===== config.mk =====
export PLATFORM = sky130hd
export DESIGN_NAME = core
export DESIGN_NICKNAME = d
export VERILOG_FILES = /design/src/rtl/core_pkg.sv /design/src/rtl/instruction_fetch_stage.sv /design/src/rtl/instruction_decode_stage.sv /design/src/rtl/instruction_execution_stage.sv /design/src/rtl/memory_stage.sv /design/src/rtl/core.sv
export SDC_FILE = /design/constraint.sdc
export NUM_CORES = 2
export LEC_CHECK = 0
export CELL_PAD_IN_SITES_DETAIL_PLACEMENT = 1
export CELL_PAD_IN_SITES_GLOBAL_PLACEMENT = 1
export CORE_MARGIN = 8
export CORE_UTILIZATION = 35
export DETAILED_ROUTE_END_ITERATION = 16
export DONT_BUFFER_PORTS = 1
export GPL_ROUTABILITY_DRIVEN = 0
export PLACE_DENSITY_LB_ADDON = 0.1
export SYNTH_ARGS = -nofsm -noshare
export SYNTH_HDL_FRONTEND = slang
export SYNTH_SLANG_ARGS = --single-unit

===== constraint.sdc =====
create_clock -name clk_i -period 12.85 [get_ports clk_i]
set_clock_uncertainty 0.1 [all_clocks]
set_input_delay 2.57 -clock clk_i [delete_from_list [all_inputs] [get_ports clk_i]]
set_output_delay 2.57 -clock clk_i [all_outputs]
set_load 0.01 [all_outputs]

===== src/rtl/core_pkg.sv =====
package core_pkg;

   typedef logic [31:0] word_t;
   typedef logic [31:2] pc_t;      // Word address, byte offset dropped
   typedef logic [4:0]  reg_idx_t;

   typedef enum logic [3:0] {
      ALU_ADD,
      ALU_SUB,
      ALU_AND,
      ALU_OR,
      ALU_XOR,
      ALU_SLT,
      ALU_SLTU,
      ALU_SLL,
      ALU_SRL,
      ALU_SRA
   } alu_op_e;

   typedef enum logic [1:0] {
      WB_ALU,
      WB_LOAD,
      WB_IMM,
      WB_PC4
   } wb_sel_e;

   typedef enum logic [2:0] {
      BR_NONE,
      BR_EQ,
      BR_NE,
      BR_LT,
      BR_GE,
      BR_JAL,
      BR_JALR
   } branch_op_e;

   // Major opcodes
   localparam logic [6:0] OPC_OP     = 7'b0110011;
   localparam logic [6:0] OPC_OP_IMM = 7'b0010011;
   localparam logic [6:0] OPC_LUI    = 7'b0110111;
   localparam logic [6:0] OPC_AUIPC  = 7'b0010111;
   localparam logic [6:0] OPC_LOAD   = 7'b0000011;
   localparam logic [6:0] OPC_STORE  = 7'b0100011;
   localparam logic [6:0] OPC_BRANCH = 7'b1100011;
   localparam logic [6:0] OPC_JAL    = 7'b1101111;
   localparam logic [6:0] OPC_JALR   = 7'b1100111;

   localparam word_t NOP_INSTR = 32'h0000_0013;  // addi x0, x0, 0

endpackage


===== src/rtl/instruction_fetch_stage.sv =====
`timescale 1ns/1ps

module instruction_fetch_stage import core_pkg::*; #(
   parameter pc_t RESET_PC = '0
) (
   input  logic  clk_i,
   input  logic  arst_n_i,
   input  logic  stall_i,
   input  logic  branch_taken_i,
   input  pc_t   branch_target_i,
   input  logic  imem_ready_i,
   input  word_t imem_rdata_i,
   output logic  imem_valid_o,
   output pc_t   imem_addr_o,
   output word_t instr_o,
   output pc_t   pc_o,
   output logic  instr_valid_o
);

   pc_t  pc_q;
   logic run_q;
   logic fetch_done;

   // Request dropped in a redirect cycle so the address only moves while idle
   assign imem_valid_o = run_q && !branch_taken_i;
   assign imem_addr_o  = pc_q;
   assign fetch_done   = imem_valid_o && imem_ready_i;

   always_ff @(posedge clk_i or negedge arst_n_i) begin
      if (!arst_n_i) begin
         run_q <= 1'b0;
         pc_q  <= RESET_PC;
      end else begin
         run_q <= 1'b1;
         if (branch_taken_i) begin
            pc_q <= branch_target_i;
         end else if (fetch_done && !stall_i) begin
            pc_q <= pc_q + 30'd1;
         end
      end
   end

   // IF/ID register
   always_ff @(posedge clk_i or negedge arst_n_i) begin
      if (!arst_n_i) begin
         instr_o       <= NOP_INSTR;
         instr_valid_o <= 1'b0;
      end else if (branch_taken_i || (!stall_i && !fetch_done)) begin
         instr_o       <= NOP_INSTR;  // Flush or no word this cycle
         instr_valid_o <= 1'b0;
      end else if (!stall_i) begin
         instr_o       <= imem_rdata_i;
         instr_valid_o <= 1'b1;
      end
   end

   always_ff @(posedge clk_i) begin
      if (fetch_done && !stall_i) begin
         pc_o <= pc_q;
      end
   end

endmodule


===== src/rtl/instruction_decode_stage.sv =====
`timescale 1ns/1ps

module instruction_decode_stage import core_pkg::*; (
   input  logic       clk_i,
   input  logic       arst_n_i,
   input  word_t      instr_i,
   input  pc_t        pc_i,
   input  logic       instr_valid_i,
   input  logic       flush_i,
   input  logic       hold_i,
   input  logic       wb_en_i,
   input  reg_idx_t   wb_rd_i,
   input  word_t      wb_data_i,
   output logic       load_stall_o,
   output word_t      rs1_value_o,
   output word_t      rs2_value_o,
   output reg_idx_t   rs1_label_o,
   output reg_idx_t   rs2_label_o,
   output word_t      imm_o,
   output reg_idx_t   rd_o,
   output alu_op_e    alu_op_o,
   output logic       op1_pc_sel_o,
   output logic       op2_imm_sel_o,
   output wb_sel_e    wb_sel_o,
   output branch_op_e branch_op_o,
   output logic       is_load_o,
   output logic       is_store_o,
   output logic       reg_write_o,
   output pc_t        pc_o
);

   word_t      regs [1:31];  // x0 is not stored
   logic [6:0] opcode;
   logic [2:0] funct3;
   reg_idx_t   rs1;
   reg_idx_t   rs2;
   reg_idx_t   rd;
   word_t      rs1_data;
   word_t      rs2_data;
   word_t      imm;
   alu_op_e    funct_op;
   alu_op_e    alu_op;
   wb_sel_e    wb_sel;
   branch_op_e branch_op;
   logic       op1_pc_sel;
   logic       op2_imm_sel;
   logic       is_load;
   logic       is_store;
   logic       reg_write;

   assign opcode = instr_i[6:0];
   assign funct3 = instr_i[14:12];
   assign rd     = instr_i[11:7];
   assign rs1    = instr_i[19:15];
   assign rs2    = instr_i[24:20];

   always_comb begin
      case (funct3)
         3'b000:  funct_op = (opcode == OPC_OP && instr_i[30]) ? ALU_SUB : ALU_ADD;
         3'b001:  funct_op = ALU_SLL;
         3'b010:  funct_op = ALU_SLT;
         3'b011:  funct_op = ALU_SLTU;
         3'b100:  funct_op = ALU_XOR;
         3'b101:  funct_op = instr_i[30] ? ALU_SRA : ALU_SRL;
         3'b110:  funct_op = ALU_OR;
         default: funct_op = ALU_AND;
      endcase
   end

   always_comb begin
      alu_op      = ALU_ADD;
      op1_pc_sel  = 1'b0;
      op2_imm_sel = 1'b1;
      wb_sel      = WB_ALU;
      branch_op   = BR_NONE;
      is_load     = 1'b0;
      is_store    = 1'b0;
      reg_write   = 1'b1;
      imm         = {{20{instr_i[31]}}, instr_i[31:20]};  // I-type by default
      case (opcode)
         OPC_OP: begin
            alu_op      = funct_op;
            op2_imm_sel = 1'b0;
         end
         OPC_OP_IMM: alu_op = funct_op;
         OPC_LUI: begin
            imm    = {instr_i[31:12], 12'b0};
            wb_sel = WB_IMM;
         end
         OPC_AUIPC: begin
            imm        = {instr_i[31:12], 12'b0};
            op1_pc_sel = 1'b1;
         end
         OPC_LOAD: begin
            is_load = 1'b1;
            wb_sel  = WB_LOAD;
         end
         OPC_STORE: begin
            imm       = {{20{instr_i[31]}}, instr_i[31:25], instr_i[11:7]};
            is_store  = 1'b1;
            reg_write = 1'b0;
         end
         OPC_BRANCH: begin
            imm = {{19{instr_i[31]}}, instr_i[31], instr_i[7], instr_i[30:25],
                   instr_i[11:8], 1'b0};
            reg_write = 1'b0;
            case (funct3)
               3'b000:  branch_op = BR_EQ;
               3'b001:  branch_op = BR_NE;
               3'b100:  branch_op = BR_LT;
               3'b101:  branch_op = BR_GE;
               default: branch_op = BR_NONE;
            endcase
         end
         OPC_JAL: begin
            imm = {{11{instr_i[31]}}, instr_i[31], instr_i[19:12], instr_i[20],
                   instr_i[30:21], 1'b0};
            branch_op = BR_JAL;
            wb_sel    = WB_PC4;
         end
         OPC_JALR: begin
            branch_op = BR_JALR;
            wb_sel    = WB_PC4;
         end
         default: reg_write = 1'b0;  // Unsupported opcode acts as a NOP
      endcase
   end

   always_ff @(posedge clk_i) begin
      if (wb_en_i && wb_rd_i != '0) begin
         regs[wb_rd_i] <= wb_data_i;
      end
   end

   // Same-cycle write is passed straight to the read
   function automatic word_t read_reg(reg_idx_t idx);
      if (idx == '0) begin
         return '0;
      end
      if (wb_en_i && wb_rd_i == idx) begin
         return wb_data_i;
      end
      return regs[idx];
   endfunction

   always_comb begin
      rs1_data = read_reg(rs1);
      rs2_data = read_reg(rs2);
   end

   // Load in EX feeding the instruction in ID
   assign load_stall_o = instr_valid_i && is_load_o && rd_o != '0 &&
                         (rd_o == rs1 || rd_o == rs2);

   // ID/EX register
   always_ff @(posedge clk_i or negedge arst_n_i) begin
      if (!arst_n_i) begin
         reg_write_o <= 1'b0;
         is_load_o   <= 1'b0;
         is_store_o  <= 1'b0;
         branch_op_o <= BR_NONE;
         rd_o        <= '0;
      end else if (!hold_i) begin
         if (flush_i || load_stall_o) begin
            reg_write_o <= 1'b0;  // Bubble
            is_load_o   <= 1'b0;
            is_store_o  <= 1'b0;
            branch_op_o <= BR_NONE;
            rd_o        <= '0;
         end else begin
            reg_write_o <= instr_valid_i && reg_write && rd != '0;
            is_load_o   <= instr_valid_i && is_load;
            is_store_o  <= instr_valid_i && is_store;
            branch_op_o <= instr_valid_i ? branch_op : BR_NONE;
            rd_o        <= rd;
         end
      end
   end

   always_ff @(posedge clk_i) begin
      if (!hold_i) begin
         rs1_value_o   <= rs1_data;
         rs2_value_o   <= rs2_data;
         rs1_label_o   <= rs1;
         rs2_label_o   <= rs2;
         imm_o         <= imm;
         alu_op_o      <= alu_op;
         op1_pc_sel_o  <= op1_pc_sel;
         op2_imm_sel_o <= op2_imm_sel;
         wb_sel_o      <= wb_sel;
         pc_o          <= pc_i;
      end
   end

endmodule


===== src/rtl/instruction_execution_stage.sv =====
`timescale 1ns/1ps

module instruction_execution_stage import core_pkg::*; (
   input  logic       clk_i,
   input  logic       arst_n_i,
   input  logic       hold_i,
   input  word_t      rs1_value_i,
   input  word_t      rs2_value_i,
   input  reg_idx_t   rs1_label_i,
   input  reg_idx_t   rs2_label_i,
   input  word_t      imm_i,
   input  reg_idx_t   rd_i,
   input  alu_op_e    alu_op_i,
   input  logic       op1_pc_sel_i,
   input  logic       op2_imm_sel_i,
   input  wb_sel_e    wb_sel_i,
   input  branch_op_e branch_op_i,
   input  logic       is_load_i,
   input  logic       is_store_i,
   input  logic       reg_write_i,
   input  pc_t        pc_i,
   input  reg_idx_t   mem_rd_i,
   input  logic       mem_reg_write_i,
   input  word_t      mem_alu_out_i,
   input  reg_idx_t   wb_rd_i,
   input  logic       wb_en_i,
   input  word_t      wb_data_i,
   output logic       branch_taken_o,
   output pc_t        branch_target_o,
   output word_t      alu_out_o,
   output word_t      rs2_fwd_o,
   output reg_idx_t   rd_o,
   output wb_sel_e    wb_sel_o,
   output word_t      imm_o,
   output pc_t        pc_o,
   output logic       is_load_o,
   output logic       is_store_o,
   output logic       reg_write_o
);

   word_t rs1_fwd;
   word_t rs2_fwd;
   word_t mem_fwd;
   word_t op_a;
   word_t op_b;
   word_t alu_res;
   word_t target_sum;
   logic  taken_now;
   logic  taken_q;

   // LUI result travels in imm rather than alu_out
   assign mem_fwd = (wb_sel_o == WB_IMM) ? imm_o : mem_alu_out_i;

   function automatic word_t forward(reg_idx_t label, word_t value);
      if (label == '0) begin
         return value;
      end
      if (mem_reg_write_i && mem_rd_i == label) begin
         return mem_fwd;  // Youngest producer first
      end
      if (wb_en_i && wb_rd_i == label) begin
         return wb_data_i;
      end
      return value;
   endfunction

   always_comb begin
      rs1_fwd = forward(rs1_label_i, rs1_value_i);
      rs2_fwd = forward(rs2_label_i, rs2_value_i);
   end

   assign op_a = op1_pc_sel_i ? {pc_i, 2'b00} : rs1_fwd;
   assign op_b = op2_imm_sel_i ? imm_i : rs2_fwd;

   always_comb begin
      case (alu_op_i)
         ALU_SUB:  alu_res = op_a - op_b;
         ALU_AND:  alu_res = op_a & op_b;
         ALU_OR:   alu_res = op_a | op_b;
         ALU_XOR:  alu_res = op_a ^ op_b;
         ALU_SLT:  alu_res = {31'b0, $signed(op_a) < $signed(op_b)};
         ALU_SLTU: alu_res = {31'b0, op_a < op_b};
         ALU_SLL:  alu_res = op_a << op_b[4:0];
         ALU_SRL:  alu_res = op_a >> op_b[4:0];
         ALU_SRA:  alu_res = $signed(op_a) >>> op_b[4:0];
         default:  alu_res = op_a + op_b;
      endcase
   end

   always_comb begin
      case (branch_op_i)
         BR_EQ:   taken_now = (rs1_fwd == rs2_fwd);
         BR_NE:   taken_now = (rs1_fwd != rs2_fwd);
         BR_LT:   taken_now = ($signed(rs1_fwd) < $signed(rs2_fwd));
         BR_GE:   taken_now = ($signed(rs1_fwd) >= $signed(rs2_fwd));
         BR_JAL,
         BR_JALR: taken_now = 1'b1;
         default: taken_now = 1'b0;
      endcase
   end

   // Bit 0 of a JALR target falls away with the word address
   assign target_sum      = ((branch_op_i == BR_JALR) ? rs1_fwd : {pc_i, 2'b00}) + imm_i;
   assign branch_target_o = target_sum[31:2];

   // Redirect kept up across a data stall
   always_ff @(posedge clk_i or negedge arst_n_i) begin
      if (!arst_n_i) begin
         taken_q <= 1'b0;
      end else begin
         taken_q <= hold_i && branch_taken_o;
      end
   end

   assign branch_taken_o = taken_now || taken_q;

   // EX/MEM register
   always_ff @(posedge clk_i or negedge arst_n_i) begin
      if (!arst_n_i) begin
         reg_write_o <= 1'b0;
         is_load_o   <= 1'b0;
         is_store_o  <= 1'b0;
         rd_o        <= '0;
         wb_sel_o    <= WB_ALU;
      end else if (!hold_i) begin
         reg_write_o <= reg_write_i;
         is_load_o   <= is_load_i;
         is_store_o  <= is_store_i;
         rd_o        <= rd_i;
         wb_sel_o    <= wb_sel_i;
      end
   end

   always_ff @(posedge clk_i) begin
      if (!hold_i) begin
         alu_out_o <= alu_res;
         rs2_fwd_o <= rs2_fwd;  // Store data
         imm_o     <= imm_i;
         pc_o      <= pc_i;
      end
   end

endmodule


===== src/rtl/memory_stage.sv =====
`timescale 1ns/1ps

module memory_stage import core_pkg::*; (
   input  logic     clk_i,
   input  logic     arst_n_i,
   input  word_t    alu_out_i,
   input  word_t    rs2_i,
   input  reg_idx_t rd_i,
   input  wb_sel_e  wb_sel_i,
   input  word_t    imm_i,
   input  pc_t      pc_i,
   input  logic     is_load_i,
   input  logic     is_store_i,
   input  logic     reg_write_i,
   input  logic     dmem_ready_i,
   input  word_t    dmem_rdata_i,
   output logic     dmem_valid_o,
   output logic     dmem_we_o,
   output pc_t      dmem_addr_o,
   output word_t    dmem_wdata_o,
   output logic     wb_en_o,
   output reg_idx_t wb_rd_o,
   output word_t    alu_out_o,
   output word_t    load_val_o,
   output word_t    imm_o,
   output pc_t      pc_o,
   output wb_sel_e  wb_sel_o
);

   logic waiting;

   // Request fields come straight from EX/MEM, which holds while waiting
   assign dmem_valid_o = is_load_i || is_store_i;
   assign dmem_we_o    = is_store_i;
   assign dmem_addr_o  = alu_out_i[31:2];
   assign dmem_wdata_o = rs2_i;

   assign waiting = dmem_valid_o && !dmem_ready_i;

   // MEM/WB register
   always_ff @(posedge clk_i or negedge arst_n_i) begin
      if (!arst_n_i) begin
         wb_en_o  <= 1'b0;
         wb_rd_o  <= '0;
         wb_sel_o <= WB_ALU;
      end else if (!waiting) begin
         wb_en_o  <= reg_write_i;
         wb_rd_o  <= rd_i;
         wb_sel_o <= wb_sel_i;
      end
   end

   always_ff @(posedge clk_i) begin
      if (!waiting) begin
         alu_out_o  <= alu_out_i;
         load_val_o <= dmem_rdata_i;  // Taken in the ready cycle
         imm_o      <= imm_i;
         pc_o       <= pc_i;
      end
   end

endmodule


===== src/rtl/core.sv =====
`timescale 1ns/1ps

module core import core_pkg::*; #(
   parameter pc_t RESET_PC = '0
) (
   input  logic  clk_i,
   input  logic  arst_n_i,
   output logic  imem_valid_o,
   output pc_t   imem_addr_o,
   input  logic  imem_ready_i,
   input  word_t imem_rdata_i,
   output logic  dmem_valid_o,
   output logic  dmem_we_o,
   output pc_t   dmem_addr_o,
   output word_t dmem_wdata_o,
   input  logic  dmem_ready_i,
   input  word_t dmem_rdata_i
);

   // IF/ID
   word_t      if_instr;
   pc_t        if_pc;
   logic       if_valid;
   // ID/EX
   word_t      id_rs1_value;
   word_t      id_rs2_value;
   reg_idx_t   id_rs1_label;
   reg_idx_t   id_rs2_label;
   word_t      id_imm;
   reg_idx_t   id_rd;
   alu_op_e    id_alu_op;
   logic       id_op1_pc_sel;
   logic       id_op2_imm_sel;
   wb_sel_e    id_wb_sel;
   branch_op_e id_branch_op;
   logic       id_is_load;
   logic       id_is_store;
   logic       id_reg_write;
   pc_t        id_pc;
   // EX/MEM
   word_t      ex_alu_out;
   word_t      ex_rs2;
   reg_idx_t   ex_rd;
   wb_sel_e    ex_wb_sel;
   word_t      ex_imm;
   pc_t        ex_pc;
   logic       ex_is_load;
   logic       ex_is_store;
   logic       ex_reg_write;
   // MEM/WB
   logic       wb_en;
   reg_idx_t   wb_rd;
   word_t      wb_alu_out;
   word_t      wb_load_val;
   word_t      wb_imm;
   pc_t        wb_pc;
   wb_sel_e    wb_sel;
   word_t      wb_data;

   logic       branch_taken;
   pc_t        branch_target;
   logic       load_stall;
   logic       mem_stall;
   logic       if_stall;

   assign mem_stall = dmem_valid_o && !dmem_ready_i;  // Freezes every stage
   assign if_stall  = load_stall || mem_stall;

   instruction_fetch_stage #(
      .RESET_PC(RESET_PC)
   ) u_if (
      .clk_i(clk_i), .arst_n_i(arst_n_i), .stall_i(if_stall),
      .branch_taken_i(branch_taken), .branch_target_i(branch_target),
      .imem_ready_i(imem_ready_i), .imem_rdata_i(imem_rdata_i),
      .imem_valid_o(imem_valid_o), .imem_addr_o(imem_addr_o),
      .instr_o(if_instr), .pc_o(if_pc), .instr_valid_o(if_valid)
   );

   instruction_decode_stage u_id (
      .clk_i(clk_i), .arst_n_i(arst_n_i),
      .instr_i(if_instr), .pc_i(if_pc), .instr_valid_i(if_valid),
      .flush_i(branch_taken), .hold_i(mem_stall),
      .wb_en_i(wb_en), .wb_rd_i(wb_rd), .wb_data_i(wb_data),
      .load_stall_o(load_stall),
      .rs1_value_o(id_rs1_value), .rs2_value_o(id_rs2_value),
      .rs1_label_o(id_rs1_label), .rs2_label_o(id_rs2_label),
      .imm_o(id_imm), .rd_o(id_rd), .alu_op_o(id_alu_op),
      .op1_pc_sel_o(id_op1_pc_sel), .op2_imm_sel_o(id_op2_imm_sel),
      .wb_sel_o(id_wb_sel), .branch_op_o(id_branch_op),
      .is_load_o(id_is_load), .is_store_o(id_is_store),
      .reg_write_o(id_reg_write), .pc_o(id_pc)
   );

   instruction_execution_stage u_ex (
      .clk_i(clk_i), .arst_n_i(arst_n_i), .hold_i(mem_stall),
      .rs1_value_i(id_rs1_value), .rs2_value_i(id_rs2_value),
      .rs1_label_i(id_rs1_label), .rs2_label_i(id_rs2_label),
      .imm_i(id_imm), .rd_i(id_rd), .alu_op_i(id_alu_op),
      .op1_pc_sel_i(id_op1_pc_sel), .op2_imm_sel_i(id_op2_imm_sel),
      .wb_sel_i(id_wb_sel), .branch_op_i(id_branch_op),
      .is_load_i(id_is_load), .is_store_i(id_is_store),
      .reg_write_i(id_reg_write), .pc_i(id_pc),
      .mem_rd_i(ex_rd), .mem_reg_write_i(ex_reg_write), .mem_alu_out_i(ex_alu_out),
      .wb_rd_i(wb_rd), .wb_en_i(wb_en), .wb_data_i(wb_data),
      .branch_taken_o(branch_taken), .branch_target_o(branch_target),
      .alu_out_o(ex_alu_out), .rs2_fwd_o(ex_rs2), .rd_o(ex_rd),
      .wb_sel_o(ex_wb_sel), .imm_o(ex_imm), .pc_o(ex_pc),
      .is_load_o(ex_is_load), .is_store_o(ex_is_store), .reg_write_o(ex_reg_write)
   );

   memory_stage u_mem (
      .clk_i(clk_i), .arst_n_i(arst_n_i),
      .alu_out_i(ex_alu_out), .rs2_i(ex_rs2), .rd_i(ex_rd), .wb_sel_i(ex_wb_sel),
      .imm_i(ex_imm), .pc_i(ex_pc), .is_load_i(ex_is_load), .is_store_i(ex_is_store),
      .reg_write_i(ex_reg_write),
      .dmem_ready_i(dmem_ready_i), .dmem_rdata_i(dmem_rdata_i),
      .dmem_valid_o(dmem_valid_o), .dmem_we_o(dmem_we_o),
      .dmem_addr_o(dmem_addr_o), .dmem_wdata_o(dmem_wdata_o),
      .wb_en_o(wb_en), .wb_rd_o(wb_rd), .alu_out_o(wb_alu_out),
      .load_val_o(wb_load_val), .imm_o(wb_imm), .pc_o(wb_pc), .wb_sel_o(wb_sel)
   );

   // Writeback select
   always_comb begin
      case (wb_sel)
         WB_LOAD: wb_data = wb_load_val;
         WB_IMM:  wb_data = wb_imm;
         WB_PC4:  wb_data = {wb_pc + 30'd1, 2'b00};  // Link value is PC+4
         default: wb_data = wb_alu_out;
      endcase
   end

endmodule


======== After elaboration in Yosys (flattened, before gate mapping) ========
Memory sizes are Yosys's and may differ from the RTL's.
Cells that the tools add are included.
word-level totals
  flip-flop bits (word level) ............. 520
  bits in latches ......................... 0
  bits in writable memories ............... 992
  memory bits (read-only) ................. 0
  bits of input ports ..................... 68
  word-level logic and storage cells ...... 214
  memories kept ........................... 1
memories
  memory     words  bits a word  rd ports  clocked after memory_dff  write ports  RTL line                        RTL
  u_id.regs  31     32           2         0                         1            instruction_decode_stage.sv:32  word_t regs [1:31];
operators by class
  add/subtract/negate cells ............... 5
  multiply operators ...................... 0
  div/mod/pow operators ................... 0
  magnitude comparators ................... 4
  equality and inequality tests ........... 45
  shift-type cells ........................ 3
  muxes and demuxes ....................... 71
  bitwise logic cells ..................... 3
  reduce and logical (&&, ||, !) cells .... 45
operator list
  operator               number
  $mux 32                26
  $pmux 32 s9            1
  $pmux 31 s4            1
  $lt 32x32->1           3
  $pmux 32 s3            1
  $add 32x32->32         2
  $add 30x1->30 const B  2
  $mux 30                2
  $eq 5x5->1             8
  $and 32x32->32         1
  $eq 32x32->1           1
  $ge 32x32->1           1
  $mux 1                 32
  $ne 32x32->1           1
  $or 32x32->32          1
  $shl 32x5->32          1
  $shr 32x5->32          1
  $sshr 32x5->32         1
  $sub 32x32->32         1
  $xor 32x32->32         1
  $pmux 4 s7             1
  $eq 7x6->1 const B     3
  $eq 7x7->1 const B     3
  $logic_and 1x1->1      21
  other kinds (26)       60

======== Logic depth before layout (Yosys ltp) ========
  depth in word-level cells ............... 19
  depth in mapped cells ................... 27

======== Cells and area by module ========
Synthesis repeated with hierarchy kept, for this count alone.
second synthesis, totals
  cell total of the unflattened synthesis .. 6148
  area total of the unflattened synthesis .. 81429.3 µm²
by module, submodules not included
  module                       times used  cells an instance  area each (µm²)  seq. area each (µm²)
  instruction_decode_stage     1           3198               52972.1          34388.0
  instruction_execution_stage  1           2253               18459.0          4058.9
  memory_stage                 1           208                4601.9           3983.8
  instruction_fetch_stage      1           317                3912.5           2506.2
  core                         1           172                1483.9           0.0

======== Least setup slack after synthesis ========
No wires, ideal clock.
  kind .................................... input-to-reg
  from .................................... input dmem_ready_i
  to ...................................... register u_ex.alu_out_o[0], enable pin
  setup time .............................. 915 ps
  data arrival time ....................... 13769 ps
  required time ........................... 11835 ps
  setup slack ............................. -1934 ps
  stages on the path ...................... 4
  cell sequence ........................... nor2b_1 > clkbuf_1 > inv_1 > clkbuf_1
between the ends
  word-level cells in the longest chain between the ends .. 2
ends and longest elaborated chain
  what                  RTL line                            RTL
  from (decl)           core.sv:16                          input logic dmem_ready_i,
  $logic_not 1->1       core.sv:66                          assign mem_stall = dmem_valid_o && !dmem_ready_i;
  $logic_and 1x1->1     core.sv:66
  to (signal assigned)  instruction_execution_stage.sv:136  alu_out_o <= alu_res;
  to (decl)             instruction_execution_stage.sv:30   output word_t alu_out_o,
No other way between the ends.
A chain may end at the register's enable or synchronous reset.

======== Final worst setup path ========
  from .................................... register u_mem.pc_o[0]
  to ...................................... output imem_valid_o
between the ends
  word-level cells in the longest chain between the ends .. 11
  elaborated cells on any way between the ends .. 18
  classes of those cells .................. add/sub: 1; order compare: 2; eq/ne: 2; mux: 10; reduce/logical: 3
ends and longest elaborated chain
  what                                  RTL line                            RTL
  from (decl)                           memory_stage.sv:26                  output pc_t pc_o,
  from (signal assigned)                memory_stage.sv:58                  pc_o <= pc_i;
  $add 30x1->30 *                       core.sv:128                         WB_PC4: wb_data = {wb_pc + 30'd1, 2'b00};
  $pmux 32 s3 *                         core.sv:125                         case (wb_sel)
  net u_ex.wb_data_i[26]                instruction_execution_stage.sv:27   input word_t wb_data_i,
  $mux 32                               instruction_execution_stage.sv:61   if (wb_en_i && wb_rd_i == label) begin
  $mux 32                               instruction_execution_stage.sv:64   return value;
  $mux 32                               instruction_execution_stage.sv:61
  $mux 32                               instruction_execution_stage.sv:58   if (mem_reg_write_i && mem_rd_i == label) begin
  $ge 32x32->1 (tied with other cells)  instruction_execution_stage.sv:95   BR_GE: taken_now = ($signed(rs1_fwd) >= $signed(rs2_fwd));
  $pmux 1 s5 *                          instruction_execution_stage.sv:91   case (branch_op_i)
  $logic_or 1x1->1 *                    instruction_execution_stage.sv:115  assign branch_taken_o = taken_now || taken_q;
  $logic_not 1->1 *                     instruction_fetch_stage.sv:25       assign imem_valid_o = run_q && !branch_taken_i;
  $logic_and 1x1->1 *                   instruction_fetch_stage.sv:25
  to (decl)                             core.sv:8                           output logic imem_valid_o,
The timed path passes the listed nets; every way through them passes the cells marked *.

==> flow_metrics.py <==
metrics = {
    "timing": {
        "fin_tns_setup_ns": 0,
        "tightest_slew_ns": 1.47,
        "hold_viol": 0,
        "finalCritPeriodShare": 0.810,
        "rsz0062_at_grt": "no",
        "maxSlewHeadroom": 0.00790,
        "report.final.slew_viol_count": 0,
        "fmax_ghz": 0.0961,
        "post-route-min-period_ns": 10.41,
        "setup_viol_count_final": 0,
    },
    "floorplanning": {
        "rows": 175,
        "die_area_um2": 243000,
        "ios": 163,
        "die_w_um": 493,
        "start_util": 0.351,
        "core_area_um2": 227000,
        "die-height_um": 493,
    },
    "logic_synthesis": {
        "synth-adder-area-share": 0.0256,
        "synth_nets": 6031,
        "muxShareOfSynthArea": 0.190,
        "yosysMostFrequentCell": "edfxtp_1",
        "yosys.area.top_type": "edfxtp_1",
        "synth-async-reset-ratio": 0.0622,
        "synth.area.top_cells": "edfxtp_1, mux4_2, mux2i_1",
        "synth_ff_type": "edfxtp_1",
        "synth_cell_type_count": 96,
        "synthXorXnorAreaFrac": 0.0126,
        "synth.cell_area_um2": 79800,
        "yosys.area_share.simple": 0.0738,
        "netlist_instances": 5801,
        "synth_edf_count": 1418,
        "synth_top_area_frac": 0.534,
        "synth_compound_area_frac": 0.104,
        "avgSynthCellArea_um2": 13.7,
        "ys_ff_latch": 1512,
        "synth_common_cells": "edfxtp_1, mux4_2, nor2_1, a21oi_1, nand2_1",
        "seq_area_frac_synth": 0.563,
        "synth_top_family_by_area": "multiplexers",
        "yosys_warnings": 0,
    },
    "clock_network": {
        "cts.path.max_buffers": 3,
        "cts-buffers-inserted": 172,
        "cts_root_buf": "clkbuf_16",
        "cts_tree": "done",
        "cts_hold_buf": 0,
        "insertion_delay_ns": 0.83,
        "cts.sinks": 1512,
        "cts.htree.levels": 4,
        "postCtsResizedCells": 0,
        "post_cts_buffers": 0,
        "clkSlewWorstSetupHoldPaths_ns": 0.06,
    },
    "power": {
        "p_total_mw": 14.0,
        "p_per_area_nw_per_um2": 156,
        "p_leak_nw": 30.1,
        "ir_drop_v": 0.0000932,
    },
    "finish": {
        "multiInputGateArea_um2": 32800,
        "fin_nets": 5962,
        "syn_to_final_growth_pct": 11.9,
        "final_area_um2": 89300,
        "drive_gt1_frac": 0.196,
        "num-fill-cells": 23000,
        "layout.area.seq_um2": 45000,
        "fin_util": 0.393,
    },
    "hold_path": {
        "holdPathEnd": "u_id.pc_o[4]$_DFFE_PN_",
        "hold_depth": 0,
        "min_path_type": "reg -> reg",
        "min_from": "u_if.pc_o[4]$_DFFE_PP_",
    },
    "route": {
        "num_vias": 55500,
        "vias_per_cell": 6.24,
        "routed_wl_um": 337000,
        "wl_per_cell_um": 38.0,
        "initialDrtViolationCount": 6068,
        "drc": 0,
        "ant_nets": 0,
        "drt-pass1-iter-count": 5,
    },
    "setup_path": {
        "crit_slowest_cell": "or2_2",
        "cpLargestDelayFamily": "simple AND/OR/NAND/NOR gates",
        "worstSetupPathType": "reg -> out",
        "path_buf_inv": 1,
        "cp.arrival_ns": 7.74,
        "crit_fanout": 52,
        "cpPeakStageDelay_ns": 0.80,
        "ff2ff_setup_slack_ns": 4.18,
        "reg2reg_to": "u_ex.alu_out_o[29]$_DFFE_PN_",
        "crit_chain": "ha_1 -> nand4_1 -> or3_1 -> or4_1 -> a311oi_1 -> or2_2 -> a22oi_1 -> nor2_1 -> a21oi_1 -> ha_1 -> nand4_1 -> nor3_1 -> a21boi_0 -> o31ai_1 -> o211ai_1 -> nor4b_1 -> or4_2 -> buf_4 -> and2_1",
        "r2r_start": "u_mem.wb_sel_o[1]$_DFFE_PN0N_",
        "cp-end-kind": "output port",
        "start_kind": "flip-flop",
        "required_ns": 10.18,
        "path_depth": 19,
        "r2r_cells": 20,
    },
    "run_status": {
        "violations": "capacitance limit",
        "status": "finished, violations left",
    },
    "place": {
        "place_area_um2": 83700,
        "dpl.hpwl_um": 228000,
        "portBuffers": 0,
    },
    "global_route": {
        "grt_max_degree": 101,
        "antenna_found_initial": 17,
        "grt_pass1_wl_um": 467000,
        "track_usage": 0.270,
        "grt-ovfl-total": 0,
        "grt_pass1_vias": 55900,
    },
    "flow_run": {
        "maxCapViolCount": 1,
    },
}
[power by group]
group | total, mW | internal [mW] | switching, mW
Clock | 4.91 | 2.82 | 2.09
Combinational | 2.65 | 0.758 | 1.90
Sequential | 6.40 | 6.01 | 0.389
[area by class of cell]
class,count,share of cell area
Clock inverter,80,0.00876
Multi-Input combinational cell,3682,0.368
Tap cell,3009,0.0422
Clock buffer,235,0.0533
Timing Repair Buffer,194,0.0169
Inverter,170,0.00723
Sequential cell,1512,0.504
Antenna cell,3,0.0000841
[state kept, by name (all words and copies together), names as in the netlist, 32 cells and up]
register,count
u_id.regs,992
u_ex.alu_out_o,32
u_ex.imm_o,32
u_ex.rs2_fwd_o,32
u_id.imm_o,32
u_id.rs1_value_o,32
u_id.rs2_value_o,32
u_if.instr_o,32
u_mem.alu_out_o,32
u_mem.imm_o,32
u_mem.load_val_o,32
[worst max path at each step]
| stage | from | endpoint | slack [ns] |
|---|---|---|---|
| after floorplan | dmem_ready_i | u_ex.alu_out_o[0]$_DFFE_PN_ | 4.15 |
| after CTS | u_mem.pc_o[0]$_DFFE_PN_ | imem_valid_o | 2.56 |
| final | u_mem.pc_o[0]$_DFFE_PN_ | imem_valid_o | 2.44 |
| after global routing | u_mem.pc_o[0]$_DFFE_PN_ | imem_valid_o | 2.17 |
| after global placement | u_mem.pc_o[0]$_DFFE_PN_ | imem_valid_o | 3.51 |
| after detailed placement | u_mem.pc_o[0]$_DFFE_PN_ | imem_valid_o | 3.44 |
[per-stage QoR]
step           setup slack, ns  cells  hold WS [ns]
5_1_grt                   2.17   8883         0.326
3_5_place_dp              3.44   8566         0.306
3_3_place_gp              3.51   8566         0.302
6_report                  2.44   8885         0.314
2_1_floorplan             4.15   5801         0.300
4_1_cts                   2.56   8881         0.317
[worst reg2reg max path, delay by kind of cell (launching register included)]
family,cells,cell delay [ns]
fa+ha+maj,1,0.47
simple gates,1,0.30
compound gates,13,4.39
mux,2,0.94
flops,1,0.34
buf+inv,3,1.83
[cell usage in the layout, fill, tap and decap left out, types with 61 or more instances in the layout]
cell type	netlist	routed
ha_1	160	160
mux4_2	504	504
edfxtp_1	1418	1418
a211oi_1	68	68
inv_1	167	165
xnor2_1	61	61
nand2_1	349	348
clkbuf_16	0	179
nor3_1	112	100
dfrtp_1	91	79
a21oi_1	356	348
buf_4	30	190
o21ai_0	245	243
mux2_2	75	75
mux2i_1	289	288
nand3_1	77	76
nor2_1	440	407
[per-layer routing]
metal  part of all wire  routed length [µm]  vias to the layer above  global-route usage
met4              0.046               15400                        2               0.103
met3              0.064               21500                      503              0.0440
met1               0.41              140000                    29800               0.358
li1                   -                   -                    22900                   -
met2               0.48              161000                     2329               0.446
met5           0.000039                  13                        -                   0
[cell families (layout without fill, tap and decap cells)]
kind of cell	after synthesis	after routing
mux	870	870
simple gates	1269	1269
flops	1512	1512
xor+xnor	115	115
compound gates	1265	1265
buf+inv	607	679
fa+ha+maj	162	162
other cells	1	4
No activity file was read; power rests on OpenSTA's default activity.
